==> src/rtl/clic_pkg.sv <==
// Shared definitions for the core-local interrupt subsystem
// Widths, privilege and register address encodings and the cause layout
// Referenced by scoped name from the RTL and the testbench
`default_nettype none

package clic_pkg;

  // ----------------------------------------------------------
  // Widths
  // ----------------------------------------------------------
  localparam int unsigned XLEN    = 32;  // Cause word
  localparam int unsigned DATA_W  = 32;  // Wishbone data bus
  localparam int unsigned ADDR_W  = 6;   // Wishbone word address
  localparam int unsigned LEVEL_W = 8;   // Level and threshold

  // Cause layout, bit XLEN-1 marks an interrupt
  localparam int unsigned CAUSE_LEVEL_LSB = 16;
  localparam int unsigned CAUSE_ID_W      = 16;

  // Field positions inside register words
  localparam int unsigned MIL_LSB      = 8;   // mintstatus.mil, sil sits at 0
  localparam int unsigned SRC_PRIV_LSB = 8;   // Source priv field
  localparam int unsigned SRC_EN_BIT   = 16;  // Source enable

  // ----------------------------------------------------------
  // Encodings
  // ----------------------------------------------------------
  // Value 2 is reserved and never stored
  typedef enum logic [1:0] {
    PRIV_U = 2'b00,
    PRIV_S = 2'b01,
    PRIV_M = 2'b11
  } priv_lvl_e;

  // Register word addresses
  typedef enum logic [ADDR_W-1:0] {
    REG_PRIV       = 6'h00,  // Hart privilege
    REG_MINTSTATUS = 6'h01,  // mil and sil
    REG_MINTTHRESH = 6'h02,
    REG_SINTTHRESH = 6'h03,
    REG_CTRL       = 6'h04,  // Bit 0 is sie
    REG_SRC_BASE   = 6'h08   // One word per source from here
  } reg_addr_e;

endpackage

`default_nettype wire

==> src/rtl/clic_cfg_regs.sv <==
// Wishbone classic register file of the interrupt subsystem
// Holds the emulated hart status, the thresholds and per-source config
// One-cycle registered ack, byte lanes gate writes
`timescale 1ns/1ps
`default_nettype none

module clic_cfg_regs #(
  parameter int unsigned NumSrc = 8,
  localparam int unsigned IdW = (NumSrc > 1) ? $clog2(NumSrc) : 1
) (
  input  logic                                clk_i,
  input  logic                                rst_ni,
  // Wishbone slave
  input  logic                                wb_cyc_i,
  input  logic                                wb_stb_i,
  input  logic                                wb_we_i,
  input  logic [clic_pkg::ADDR_W-1:0]         wb_adr_i,
  input  logic [clic_pkg::DATA_W-1:0]         wb_dat_i,
  input  logic [clic_pkg::DATA_W/8-1:0]       wb_sel_i,
  output logic [clic_pkg::DATA_W-1:0]         wb_dat_o,
  output logic                                wb_ack_o,
  // Hart status toward the controller
  output clic_pkg::priv_lvl_e                 priv_lvl_o,
  output logic [clic_pkg::LEVEL_W-1:0]        mil_o,
  output logic [clic_pkg::LEVEL_W-1:0]        sil_o,
  output logic [clic_pkg::LEVEL_W-1:0]        mintthresh_o,
  output logic [clic_pkg::LEVEL_W-1:0]        sintthresh_o,
  output logic                                sie_o,
  // Source config toward the arbiter
  output logic [NumSrc-1:0]                   src_en_o,
  output clic_pkg::priv_lvl_e                 src_priv_o  [NumSrc],
  output logic [clic_pkg::LEVEL_W-1:0]        src_level_o [NumSrc]
);

  // Reserved privilege encoding folds to M
  function automatic clic_pkg::priv_lvl_e map_priv(logic [1:0] raw);
    if (raw == 2'b10) return clic_pkg::PRIV_M;
    return clic_pkg::priv_lvl_e'(raw);
  endfunction

  logic                         wb_req;   // New cycle, ack not yet given
  logic                         wb_wr;
  logic [clic_pkg::ADDR_W-1:0]  src_off;
  logic                         src_hit;  // Address inside source window
  logic [IdW-1:0]               src_idx;
  logic [clic_pkg::DATA_W-1:0]  rdata;

  assign wb_req  = wb_cyc_i & wb_stb_i & ~wb_ack_o;
  assign wb_wr   = wb_req & wb_we_i;
  assign src_off = wb_adr_i - clic_pkg::ADDR_W'(clic_pkg::REG_SRC_BASE);
  assign src_hit = (wb_adr_i >= clic_pkg::ADDR_W'(clic_pkg::REG_SRC_BASE)) &&
                   (int'(src_off) < NumSrc);
  assign src_idx = src_off[IdW-1:0];

  // ----------------------------------------------------------
  // Bus handshake and read data
  // ----------------------------------------------------------
  always_ff @(posedge clk_i or negedge rst_ni) begin
    if (!rst_ni) wb_ack_o <= 1'b0;
    else         wb_ack_o <= wb_req;  // High for exactly one cycle
  end

  always_comb begin
    rdata = '0;  // Unmapped reads zero
    case (wb_adr_i)
      clic_pkg::REG_PRIV:       rdata[1:0] = priv_lvl_o;
      clic_pkg::REG_MINTSTATUS: rdata[15:0] = {mil_o, sil_o};
      clic_pkg::REG_MINTTHRESH: rdata[7:0] = mintthresh_o;
      clic_pkg::REG_SINTTHRESH: rdata[7:0] = sintthresh_o;
      clic_pkg::REG_CTRL:       rdata[0] = sie_o;
      default: begin
        if (src_hit) begin
          rdata[7:0]                      = src_level_o[src_idx];
          rdata[clic_pkg::SRC_PRIV_LSB+:2] = src_priv_o[src_idx];
          rdata[clic_pkg::SRC_EN_BIT]      = src_en_o[src_idx];
        end
      end
    endcase
  end

  always_ff @(posedge clk_i) begin
    if (wb_req) wb_dat_o <= rdata;  // Valid together with the ack
  end

  // ----------------------------------------------------------
  // Register writes, taking effect at the ack edge
  // ----------------------------------------------------------
  always_ff @(posedge clk_i or negedge rst_ni) begin
    if (!rst_ni) begin
      priv_lvl_o   <= clic_pkg::PRIV_M;
      mil_o        <= '0;
      sil_o        <= '0;
      mintthresh_o <= '0;
      sintthresh_o <= '0;
      sie_o        <= 1'b0;
      src_en_o     <= '0;
      for (int unsigned i = 0; i < NumSrc; i++) begin
        src_priv_o[i]  <= clic_pkg::PRIV_U;
        src_level_o[i] <= '0;
      end
    end else if (wb_wr) begin
      case (wb_adr_i)
        clic_pkg::REG_PRIV: begin
          if (wb_sel_i[0]) priv_lvl_o <= map_priv(wb_dat_i[1:0]);
        end
        clic_pkg::REG_MINTSTATUS: begin
          if (wb_sel_i[1]) mil_o <= wb_dat_i[clic_pkg::MIL_LSB+:clic_pkg::LEVEL_W];
          if (wb_sel_i[0]) sil_o <= wb_dat_i[7:0];
        end
        clic_pkg::REG_MINTTHRESH: if (wb_sel_i[0]) mintthresh_o <= wb_dat_i[7:0];
        clic_pkg::REG_SINTTHRESH: if (wb_sel_i[0]) sintthresh_o <= wb_dat_i[7:0];
        clic_pkg::REG_CTRL:       if (wb_sel_i[0]) sie_o <= wb_dat_i[0];
        default: begin
          if (src_hit) begin  // Unmapped words drop the write
            if (wb_sel_i[0]) src_level_o[src_idx] <= wb_dat_i[7:0];
            if (wb_sel_i[1]) begin
              src_priv_o[src_idx] <= map_priv(wb_dat_i[clic_pkg::SRC_PRIV_LSB+:2]);
            end
            if (wb_sel_i[2]) src_en_o[src_idx] <= wb_dat_i[clic_pkg::SRC_EN_BIT];
          end
        end
      endcase
    end
  end

endmodule

`default_nettype wire

==> src/rtl/clic_arbiter.sv <==
// Pending bits and source selection of the interrupt subsystem
// Offers the enabled pending source with the highest level, lowest id on ties
// The offer is registered, the core acknowledge clears one pending bit
`timescale 1ns/1ps
`default_nettype none

module clic_arbiter #(
  parameter int unsigned NumSrc = 8,
  localparam int unsigned IdW = (NumSrc > 1) ? $clog2(NumSrc) : 1
) (
  input  logic                          clk_i,
  input  logic                          rst_ni,
  input  logic [NumSrc-1:0]             irq_src_i,   // Level-sensitive lines
  input  logic [NumSrc-1:0]             src_en_i,
  input  clic_pkg::priv_lvl_e           src_priv_i  [NumSrc],
  input  logic [clic_pkg::LEVEL_W-1:0]  src_level_i [NumSrc],
  input  logic                          ack_i,       // Core took the offer
  input  logic [IdW-1:0]                ack_id_i,
  output logic                          sel_valid_o,
  output logic [IdW-1:0]                sel_id_o,
  output logic [clic_pkg::LEVEL_W-1:0]  sel_level_o,
  output clic_pkg::priv_lvl_e           sel_priv_o
);

  logic [NumSrc-1:0]             pend_q;
  logic [NumSrc-1:0]             clr;   // Acked and line already low
  logic [NumSrc-1:0]             cand;  // Eligible for selection

  logic                          best_vld;
  logic [IdW-1:0]                best_id;
  logic [clic_pkg::LEVEL_W-1:0]  best_lvl;
  clic_pkg::priv_lvl_e           best_priv;

  // ----------------------------------------------------------
  // Pending bits
  // ----------------------------------------------------------
  always_comb begin
    for (int unsigned i = 0; i < NumSrc; i++) begin
      clr[i] = ack_i && (ack_id_i == IdW'(i)) && !irq_src_i[i];
    end
  end

  always_ff @(posedge clk_i or negedge rst_ni) begin
    if (!rst_ni) pend_q <= '0;
    else         pend_q <= (pend_q & ~clr) | irq_src_i;  // High line keeps it set
  end

  // ----------------------------------------------------------
  // Maximum-level search
  // ----------------------------------------------------------
  // Acked source masked so the offer does not repeat for a cycle
  assign cand = pend_q & src_en_i & ~clr;

  always_comb begin
    best_vld  = 1'b0;
    best_id   = '0;
    best_lvl  = '0;
    best_priv = clic_pkg::PRIV_U;
    for (int unsigned i = 0; i < NumSrc; i++) begin
      // Strict compare keeps the lower id on a tie
      if (cand[i] && (!best_vld || (src_level_i[i] > best_lvl))) begin
        best_vld  = 1'b1;
        best_id   = IdW'(i);
        best_lvl  = src_level_i[i];
        best_priv = src_priv_i[i];
      end
    end
  end

  // Registered offer, may move to a higher level under back-pressure
  always_ff @(posedge clk_i or negedge rst_ni) begin
    if (!rst_ni) begin
      sel_valid_o <= 1'b0;
      sel_id_o    <= '0;
      sel_level_o <= '0;
      sel_priv_o  <= clic_pkg::PRIV_U;
    end else begin
      sel_valid_o <= best_vld;
      sel_id_o    <= best_id;
      sel_level_o <= best_lvl;
      sel_priv_o  <= best_priv;
    end
  end

endmodule

`default_nettype wire

==> src/rtl/clic_irq_ctrl.sv <==
// Core-side interrupt controller
// Decides whether the arbiter's offer becomes a trap request to the hart,
// packs the cause word and answers kill requests
`timescale 1ns/1ps
`default_nettype none

module clic_irq_ctrl #(
  parameter int unsigned NumSrc = 8,
  localparam int unsigned IdW = (NumSrc > 1) ? $clog2(NumSrc) : 1
) (
  input  logic                          clk_i,
  input  logic                          rst_ni,
  // Hart status
  input  clic_pkg::priv_lvl_e           priv_lvl_i,
  input  logic [clic_pkg::LEVEL_W-1:0]  mil_i,
  input  logic [clic_pkg::LEVEL_W-1:0]  sil_i,
  input  logic [clic_pkg::LEVEL_W-1:0]  mintthresh_i,
  input  logic [clic_pkg::LEVEL_W-1:0]  sintthresh_i,
  input  logic                          sie_i,
  // Offer from the arbiter
  input  logic                          irq_valid_i,
  input  logic [IdW-1:0]                irq_id_i,
  input  logic [clic_pkg::LEVEL_W-1:0]  irq_level_i,
  input  clic_pkg::priv_lvl_e           irq_priv_i,
  // Core handshake
  input  logic                          irq_ready_i,  // One-cycle take
  input  logic                          kill_req_i,
  output logic                          kill_ack_o,
  output logic                          irq_req_o,
  output clic_pkg::priv_lvl_e           irq_priv_o,
  output logic [clic_pkg::XLEN-1:0]     irq_cause_o
);

  logic [clic_pkg::LEVEL_W-1:0] m_thresh;  // Effective M threshold
  logic [clic_pkg::LEVEL_W-1:0] s_thresh;  // Effective S threshold
  logic                         irq_inflight_q;

  // ----------------------------------------------------------
  // Acceptance
  // ----------------------------------------------------------
  // Higher of register and current status level
  assign m_thresh = (mintthresh_i > mil_i) ? mintthresh_i : mil_i;
  assign s_thresh = (sintthresh_i > sil_i) ? sintthresh_i : sil_i;

  assign irq_priv_o = irq_priv_i;

  always_comb begin
    irq_req_o = 1'b0;
    case (priv_lvl_i)
      clic_pkg::PRIV_M: begin
        // Only M sources above threshold
        irq_req_o = irq_valid_i && (irq_priv_i == clic_pkg::PRIV_M) &&
                    (irq_level_i > m_thresh);
      end
      clic_pkg::PRIV_S: begin
        if (irq_priv_i == clic_pkg::PRIV_M) begin
          irq_req_o = irq_valid_i;  // M always preempts S
        end else if (irq_priv_i == clic_pkg::PRIV_S) begin
          irq_req_o = irq_valid_i && sie_i && (irq_level_i > s_thresh);
        end
      end
      clic_pkg::PRIV_U: irq_req_o = irq_valid_i;  // Everything valid
      default:          irq_req_o = 1'b0;
    endcase
  end

  // ----------------------------------------------------------
  // Cause packing
  // ----------------------------------------------------------
  always_comb begin
    irq_cause_o = '0;
    irq_cause_o[clic_pkg::XLEN-1] = 1'b1;  // Interrupt flag
    irq_cause_o[clic_pkg::CAUSE_LEVEL_LSB+:clic_pkg::LEVEL_W] = irq_level_i;
    irq_cause_o[clic_pkg::CAUSE_ID_W-1:0] = clic_pkg::CAUSE_ID_W'(irq_id_i);
  end

  // ----------------------------------------------------------
  // Kill control
  // ----------------------------------------------------------
  // Ack only when nothing is in flight and nothing requested now
  assign kill_ack_o = kill_req_i & ~irq_inflight_q & ~irq_req_o;

  always_ff @(posedge clk_i or negedge rst_ni) begin
    if (!rst_ni) begin
      irq_inflight_q <= 1'b0;
    end else if (irq_ready_i || kill_ack_o) begin
      irq_inflight_q <= 1'b0;  // Taken or killed
    end else if (irq_req_o) begin
      irq_inflight_q <= 1'b1;
    end
  end

endmodule

`default_nettype wire

==> src/rtl/clic_top.sv <==
// Top level of the core-local interrupt subsystem
// Wishbone config port, source lines in, trap request handshake to the core
`timescale 1ns/1ps
`default_nettype none

module clic_top #(
  parameter int unsigned NumSrc = 8
) (
  input  logic                           clk_i,
  input  logic                           rst_ni,
  // Wishbone slave
  input  logic                           wb_cyc_i,
  input  logic                           wb_stb_i,
  input  logic                           wb_we_i,
  input  logic [clic_pkg::ADDR_W-1:0]    wb_adr_i,
  input  logic [clic_pkg::DATA_W-1:0]    wb_dat_i,
  input  logic [clic_pkg::DATA_W/8-1:0]  wb_sel_i,
  output logic [clic_pkg::DATA_W-1:0]    wb_dat_o,
  output logic                           wb_ack_o,
  // Sources and core
  input  logic [NumSrc-1:0]              irq_src_i,
  input  logic                           irq_ready_i,
  input  logic                           kill_req_i,
  output logic                           irq_req_o,
  output clic_pkg::priv_lvl_e            irq_priv_o,
  output logic [clic_pkg::XLEN-1:0]      irq_cause_o,
  output logic                           kill_ack_o
);

  localparam int unsigned IdW = (NumSrc > 1) ? $clog2(NumSrc) : 1;

  // Hart status
  clic_pkg::priv_lvl_e           priv_lvl;
  logic [clic_pkg::LEVEL_W-1:0]  mil, sil, mintthresh, sintthresh;
  logic                          sie;
  // Source config
  logic [NumSrc-1:0]             src_en;
  clic_pkg::priv_lvl_e           src_priv  [NumSrc];
  logic [clic_pkg::LEVEL_W-1:0]  src_level [NumSrc];
  // Offer
  logic                          sel_valid;
  logic [IdW-1:0]                sel_id;
  logic [clic_pkg::LEVEL_W-1:0]  sel_level;
  clic_pkg::priv_lvl_e           sel_priv;

  clic_cfg_regs #(.NumSrc(NumSrc)) i_cfg_regs (
    .clk_i, .rst_ni,
    .wb_cyc_i, .wb_stb_i, .wb_we_i, .wb_adr_i, .wb_dat_i, .wb_sel_i,
    .wb_dat_o, .wb_ack_o,
    .priv_lvl_o   (priv_lvl),
    .mil_o        (mil),
    .sil_o        (sil),
    .mintthresh_o (mintthresh),
    .sintthresh_o (sintthresh),
    .sie_o        (sie),
    .src_en_o     (src_en),
    .src_priv_o   (src_priv),
    .src_level_o  (src_level)
  );

  clic_arbiter #(.NumSrc(NumSrc)) i_arbiter (
    .clk_i, .rst_ni, .irq_src_i,
    .src_en_i    (src_en),
    .src_priv_i  (src_priv),
    .src_level_i (src_level),
    .ack_i       (irq_ready_i),  // Core take clears the offered source
    .ack_id_i    (sel_id),
    .sel_valid_o (sel_valid),
    .sel_id_o    (sel_id),
    .sel_level_o (sel_level),
    .sel_priv_o  (sel_priv)
  );

  clic_irq_ctrl #(.NumSrc(NumSrc)) i_irq_ctrl (
    .clk_i, .rst_ni,
    .priv_lvl_i   (priv_lvl),
    .mil_i        (mil),
    .sil_i        (sil),
    .mintthresh_i (mintthresh),
    .sintthresh_i (sintthresh),
    .sie_i        (sie),
    .irq_valid_i  (sel_valid),
    .irq_id_i     (sel_id),
    .irq_level_i  (sel_level),
    .irq_priv_i   (sel_priv),
    .irq_ready_i, .kill_req_i, .kill_ack_o,
    .irq_req_o, .irq_priv_o, .irq_cause_o
  );

endmodule

`default_nettype wire

==> config.mk <==
export PLATFORM = sky130hd
export DESIGN_NAME = clic_top
export DESIGN_NICKNAME = d
export VERILOG_FILES = /design/src/rtl/clic_pkg.sv /design/src/rtl/clic_cfg_regs.sv /design/src/rtl/clic_arbiter.sv /design/src/rtl/clic_irq_ctrl.sv /design/src/rtl/clic_top.sv
export SDC_FILE = /design/constraint.sdc
export NUM_CORES = 1
export LEC_CHECK = 0
export BUFFER_PORTS_ARGS = -buffer_cell sky130_fd_sc_hd__buf_2
export CAP_MARGIN = 20
export CORE_UTILIZATION = 39
export CTS_CLUSTER_DIAMETER = 100
export CTS_CLUSTER_SIZE = 8
export DETAILED_ROUTE_END_ITERATION = 12
export SLEW_MARGIN = 20
export SYNTH_ARGS = -nofsm -noshare
export SYNTH_HDL_FRONTEND = slang
export SYNTH_HIERARCHICAL = 1
export SYNTH_SLANG_ARGS = --single-unit
==> constraint.sdc <==
create_clock -name clk_i -period 17.4 [get_ports clk_i]
set_clock_uncertainty 0.05 [all_clocks]
set_input_delay 2.61 -clock clk_i [delete_from_list [all_inputs] [get_ports clk_i]]
set_output_delay 2.61 -clock clk_i [all_outputs]
set_load 0.005 [all_outputs]
### After elaboration in Yosys (flattened, before gate mapping)

Cells that the tools add are included.

| storage, ports and cells | value |
|---|---|
| register bits | 164 |
| bits of input ports | 57 |
| output and inout port bits | 69 |
| logic and storage cells | 231 |

| cells by class | value |
|---|---|
| add/sub/neg operators | 1 |
| order comparisons | 17 |
| equal/unequal tests | 17 |
| mux-type cells | 77 |
| bitwise gates (word level) | 16 |
| reductions and logical operators | 70 |

Operator list:

| kind | number |
|---|---|
| 8-bit two-way mux | 13 |
| 8-bit > comparator | 11 |
| 64-bit bitwise mux | 1 |
| 2-bit two-way mux | 21 |
| 1-bit logical AND | 30 |
| 8-bit AND | 3 |
| 8-bit binary-select mux with 3-bit select | 1 |
| 8-bit demux with 3-bit select | 1 |
| 1-bit two-way mux | 24 |
| 6-bit case mux with 4 select lines | 1 |
| 3-bit AND reduction | 6 |
| 16-bit bitwise mux | 1 |
| 1-bit zero test | 15 |
| 3-bit equality test (second input constant) | 4 |
| 6-bit by 2-bit equality test with 1-bit output (second input constant) | 2 |
| 3-bit two-way mux | 4 |
| 4-bit AND reduction | 3 |
| 10-bit two-way mux | 1 |
| 1-bit case mux with 5 select lines | 2 |
| 8-bit bitwise mux | 1 |
| 2-bit equality test (second input constant) | 4 |
| 1-bit logical OR | 8 |
| 8-bit inverter | 1 |
| 8-bit bitwise OR | 1 |
| other kinds (29) | 39 |

### Longest topological paths before layout

| depth | value |
|---|---|
| depth in word-level cells | 34 |
| depth in mapped cells | 68 |
| gate-level depth less buffers | 58 |

### Hierarchy

The synthesis kept the hierarchy.

By module, submodules not included:

| module | instances | cells each | area an instance (um^2) | seq. area each (um^2) |
|---|---|---|---|---|
| clic_cfg_regs | 1 | 459 | 6647.6 | 3616.0 |
| clic_arbiter | 1 | 399 | 3455.8 | 550.5 |
| clic_irq_ctrl | 1 | 169 | 1321.3 | 25.0 |

### Worst setup path after synthesis

No wires, ideal clock.

| timing path | value |
|---|---|
| path kind | input port to flip-flop |
| start | input irq_ready_i |
| end | register i_arbiter/sel_level_o[1] (netlist bit) |
| setup time | 94 ps |
| arrival | 14441 ps |
| required time | 17256 ps |
| setup slack | 2815 ps |
| cell stages on the path | 67 |
| path through | nand2b_2 o311a_4 buf_6 and2_1 ha_1 nand4_1 nor2_1 a21oi_1 o21a_1 buf_4 buf_6 a22oi_1 ha_1 nand4_1 nor2_1 a211o_1 a31oi_2 buf_2 [... 31 more ...] a21o_1 a21oi_1 a21boi_0 o21a_1 o21ai_1 buf_2 mux2i_1 a21o_1 ha_1 and3_1 o21ai_0 a21oi_1 a211oi_1 nor2_1 o21bai_2 clkbuf_1 nor2_1 a221oi_2 |

| between the ends | value |
|---|---|
| word-level cells in the longest chain between the ends | 33 |
| elaborated cells on any way between the ends | 61 |
| classes of those cells | order compare: 7; mux: 15; bitwise: 2; reduce/logical: 37 |

RTL lines:

| what | line | source |
|---|---|---|
| start: declaration | clic_top.sv:22 | `input logic irq_ready_i,` |
| 1-bit logical AND (2 in a row) | clic_arbiter.sv:39 | `clr[i] = ack_i && (ack_id_i == IdW'(i)) && !irq_src_i[i];` |
| 8-bit inverter * | clic_arbiter.sv:52 | `assign cand = pend_q & src_en_i & ~clr;` |
| 8-bit AND * | clic_arbiter.sv:52 |  |
| 8-bit two-way mux or 1-bit two-way mux (tied branches) | clic_arbiter.sv:61 | `if (cand[i] && (!best_vld \|\| (src_level_i[i] > best_lvl))) begin` |
| 8-bit > comparator or 1-bit zero test (tied branches) | clic_arbiter.sv:61 |  |
| 1-bit logical OR | clic_arbiter.sv:61 |  |
| 1-bit logical AND | clic_arbiter.sv:61 |  |
| 8-bit two-way mux or 1-bit two-way mux (tied branches) | clic_arbiter.sv:61 |  |
| [... 17 more ...] | - |  |
| 1-bit logical OR | clic_arbiter.sv:61 |  |
| 1-bit logical AND | clic_arbiter.sv:61 |  |
| 8-bit two-way mux or 1-bit two-way mux (tied branches) | clic_arbiter.sv:61 |  |
| 8-bit > comparator or 1-bit zero test (tied branches) | clic_arbiter.sv:61 |  |
| 1-bit logical OR | clic_arbiter.sv:61 |  |
| 1-bit logical AND | clic_arbiter.sv:61 |  |
| 8-bit two-way mux * | clic_arbiter.sv:61 |  |
| via i_arbiter.best_lvl (one bit) | clic_arbiter.sv:31 | `logic [clic_pkg::LEVEL_W-1:0] best_lvl;` |
| end signal: assignment | clic_arbiter.sv:80 | `sel_level_o <= best_lvl;` |
| end: declaration | clic_arbiter.sv:21 | `output logic [clic_pkg::LEVEL_W-1:0] sel_level_o,` |

Mark *: on every way through the listed nets, which the timed path passes. The rest lies on a longest branch.
A chain may end at the register's enable or synchronous reset.

### Worst setup path after layout

| timing path | value |
|---|---|
| start | input irq_ready_i |
| end | register i_arbiter/sel_level_o[0] (netlist bit) |

The elaborated chain is that of the path after synthesis.

==> results.md <==
* Status: completed
* Pwr dens at 77.6 nW/µm²
* CTS clock-pin slew for the worst setup and hold paths at 70 ps
* Post-CTS sizing at 0
* Worst path max stage delay at 640 ps
* Hold_buf cts at 0
* Vias in the first global route at 8313
* Post-synth EDFFs at 17
* Yosys warns at 6
* Cts bufs inserted at 17
* Req. time, crit path at about 18000 ps
* Final #Nets at roughly 1200
* DP HPWL at 21600 µm
* Yosys top cell area share at 0.318
* # rows at 62
* DRT antenna net count at 0
* # diodes at 0
* Worst Tran Pin Value at about 940 ps
* Core area at ~29000 µm²
* GRT overflow at 0
* Die Wd at 173 µm
* Via density at 5.72
* CP bufs+invs at 7
* Post-synth design cell area at 11400 µm²
* Worst IR Drop VDD at 0.0750 mV
* Worst-Skew Late Latency at approximately 440 ps
* Power Total at about 0.97 mW
* Fmax at 65.2 MHz
* Slowest-stage cell, CP: o21a_1
* Critical path depth in cells at 62
* Fill cells at 2704
* Yosys reg bits at between 150 and 200
* P&R area growth vs syn at 9.40%
* Final WL at 29100 µm
* CP arrival at 15590 ps
* Leading area contributor after synthesis: dfrtp_1
* Largest net degree at the start of global routing at 77
* RSZ-0062 raised after global routing: false
* CTS sink count at ~160
* Max-cap viol count at 0
* First-pass GRT wire length at between 40000 and 50000 µm
* Starting Density at 0.397
* Final hold vios at 0
* CTS Buffer Depth at 2
* Crit-path max FO at 18
* Die area at 30000 µm²
* Final Critical Period at roughly 15000 ps
* H-tree levels at 4
* Slew Viols, Final at 0
* Synth area leaders: dfrtp_1, mux2_2, ha_1, edfxtp_1, buf_4
* Setup Buffers After CTS at 0
* Main synth FF type: dfrtp_1
* Slew margin rel. at 0.372
* Hold Path Cell Cnt at 1
* Clk root buf: clkbuf_16
* Critical Path Sink Type: flop
* Fin Hold WS at 434 ps
* Hold crit path type: flop to flop
* DRC at 0
* Post-synth ARST share at 0.896
* Drt initial violations at 612
* Fraction of layout cells with a size suffix above 1 at 0.316
* Register area share after synthesis at 0.367
* Critical path class: primary input to flop
* Library cells used by synthesis at 88
* Tcrit/Tclk final at 0.881
* CTS tree: built
* Port buffer count at 73
* Setup_tns at 0 ps
* Delay-heaviest family, CP: compound AO/OA/AOI/OAI gates
* LEAKAGE at 5.93 nW
* GPL Wtd Cong at 0.867
* R2r setup slk at about 3900 ps
* Syn Area/Cell at around 11 µm²
* Ports at 126
* CP Launch Type: primary input
* Post-Syn Instances at 1027
* Die Y at 173 µm
* Initial antenna violation count at 0
* GRT Total Usage at 0.201
* Average wire per standard cell at a little under 20 µm
* Via Count at 8371
* Worst Reg-to-Reg Cells at between 60 and 70
* CP most frequent cell: ha_1
* Final setup viols at 0
* Number of detailed-route iterations in the first pass at 5
[state kept, by name (all words and copies together), names as in the netlist, 3 cells and up]
register,cells
i_cfg_regs/sintthresh_o,8
i_cfg_regs/mintthresh_o,8
i_cfg_regs/src_level_o,64
i_arbiter/sel_id_o,3
i_cfg_regs/mil_o,8
i_cfg_regs/wb_dat_o,17
i_arbiter/sel_level_o,8
i_cfg_regs/src_priv_o,16
i_cfg_regs/sil_o,8
i_arbiter/pend_q,8
i_cfg_regs/src_en_o,8
[per-layer routing]
metal | share of wire | wire [µm] | track usage
met5 | 0 | 0 | 0
met4 | 0.021 | 606 | 0.0678
met3 | 0.047 | 1360 | 0.0369
met2 | 0.48 | 14100 | 0.334
met1 | 0.45 | 13100 | 0.263
[worst reg2reg max path, delay by kind of cell (launching register included)]
kind	cells	cell delay, ps
compound gates	36	8010
fa+ha+maj	7	1900
simple gates	12	1550
flops	1	510
buf+inv	6	1370
[cells in the mapped netlist (all sizes together), types with 3 or more instances]
cell and instances:
o22a 7, conb 3, a31oi 11, or2 5
nor3 4, mux4 14, and3 10, o21a 4
o22ai 18, a22oi 15, nand2b 15, nand4 31
inv 42, edfxtp 17, and2 3, o21ai 32
mux2i 24, nor2 38, dfrtp 145, nand3 29
o311ai 5, a221o 10, nand2 55, a21o 20
nor2b 13, clkbuf 26, nor4 4, a211oi 12
a21oi 43, mux2 152, a221oi 10, ha 89
o211ai 14, buf 73
[final timing paths]
| path | from | endpoint |
|---|---|---|
| worst max-delay path | irq_ready_i | i_arbiter/sel_level_o[0] |
| worst min-delay path | i_arbiter/pend_q[6] | i_arbiter/pend_q[6] |
| worst max register to register | i_arbiter/sel_id_o[1] | i_arbiter/sel_level_o[0] |
| worst min register to register | i_arbiter/pend_q[6] | i_arbiter/pend_q[6] |
| max in group asynchronous | rst_ni | i_cfg_regs/src_level_o[52] |
| min in group asynchronous | rst_ni | i_arbiter/sel_priv_o[1] |
[area by class of cell]
cell class / count / area [µm²] / share of cell area
multi-input combinational: 755 / 6580 / 0.527
sequential: 164 / 4190 / 0.335
timing repair buffer: 86 / 514 / 0.0411
tap: 384 / 480 / 0.0384
clock buffer: 17 / 425 / 0.0340
inverter: 42 / 158 / 0.0126
clock inverter: 15 / 148 / 0.0118
[power by group]
| part | switching, mW | internal, mW | leakage [nW] | total, mW |
|---|---|---|---|---|
| registers | 0.0164 | 0.400 | 2.16 | 0.417 |
| logic | 0.107 | 0.0720 | 3.49 | 0.179 |
| clock network | 0.173 | 0.201 | 0.280 | 0.374 |
[cells in the final DEF (no fill, tap or decap), types with 17 or more instances in the layout]
cell type	instances
mux2_2	148
dfrtp_1	145
ha_1	89
buf_2	72
nand2_1	53
a21oi_1	42
inv_1	42
nor2_1	36
conb_1	36
nand4_1	28
nand3_1	26
mux2i_1	23
a21o_1	20
o21ai_0	18
o22ai_1	18
clkbuf_16	17
edfxtp_1	17
[stage by stage]
step | instance area (µm²) | util | worst slack (ps) | cells
detailed placement | 11900 | 0.413 | 1740 | 1430
global placement | 11900 | 0.413 | 1840 | 1430
CTS | 12500 | 0.433 | 2190 | 1462
global route | 12500 | 0.434 | 1340 | 1463
floorplan | 11500 | - | 2820 | 1060
finish | 12500 | 0.434 | 2070 | 1463
[cell families (layout without fill, tap and decap cells)]
| logic type | Yosys count | count (layout) | synth area share |
|---|---|---|---|
| buffers and inverters | 141 | 160 | 0.0686 |
| flip-flops | 164 | 164 | 0.367 |
| AO/OA/AOI/OAI | 221 | 221 | 0.153 |
| XOR/XNOR | 1 | 1 | 0.00142 |
| other | 3 | 36 | 0.000986 |
| multiplexers | 190 | 190 | 0.200 |
| adder cells (fa/ha/maj) | 89 | 89 | 0.0975 |
| AND/OR/NAND/NOR | 218 | 218 | 0.111 |
Note: power is estimated with default switching activity, not from simulation.
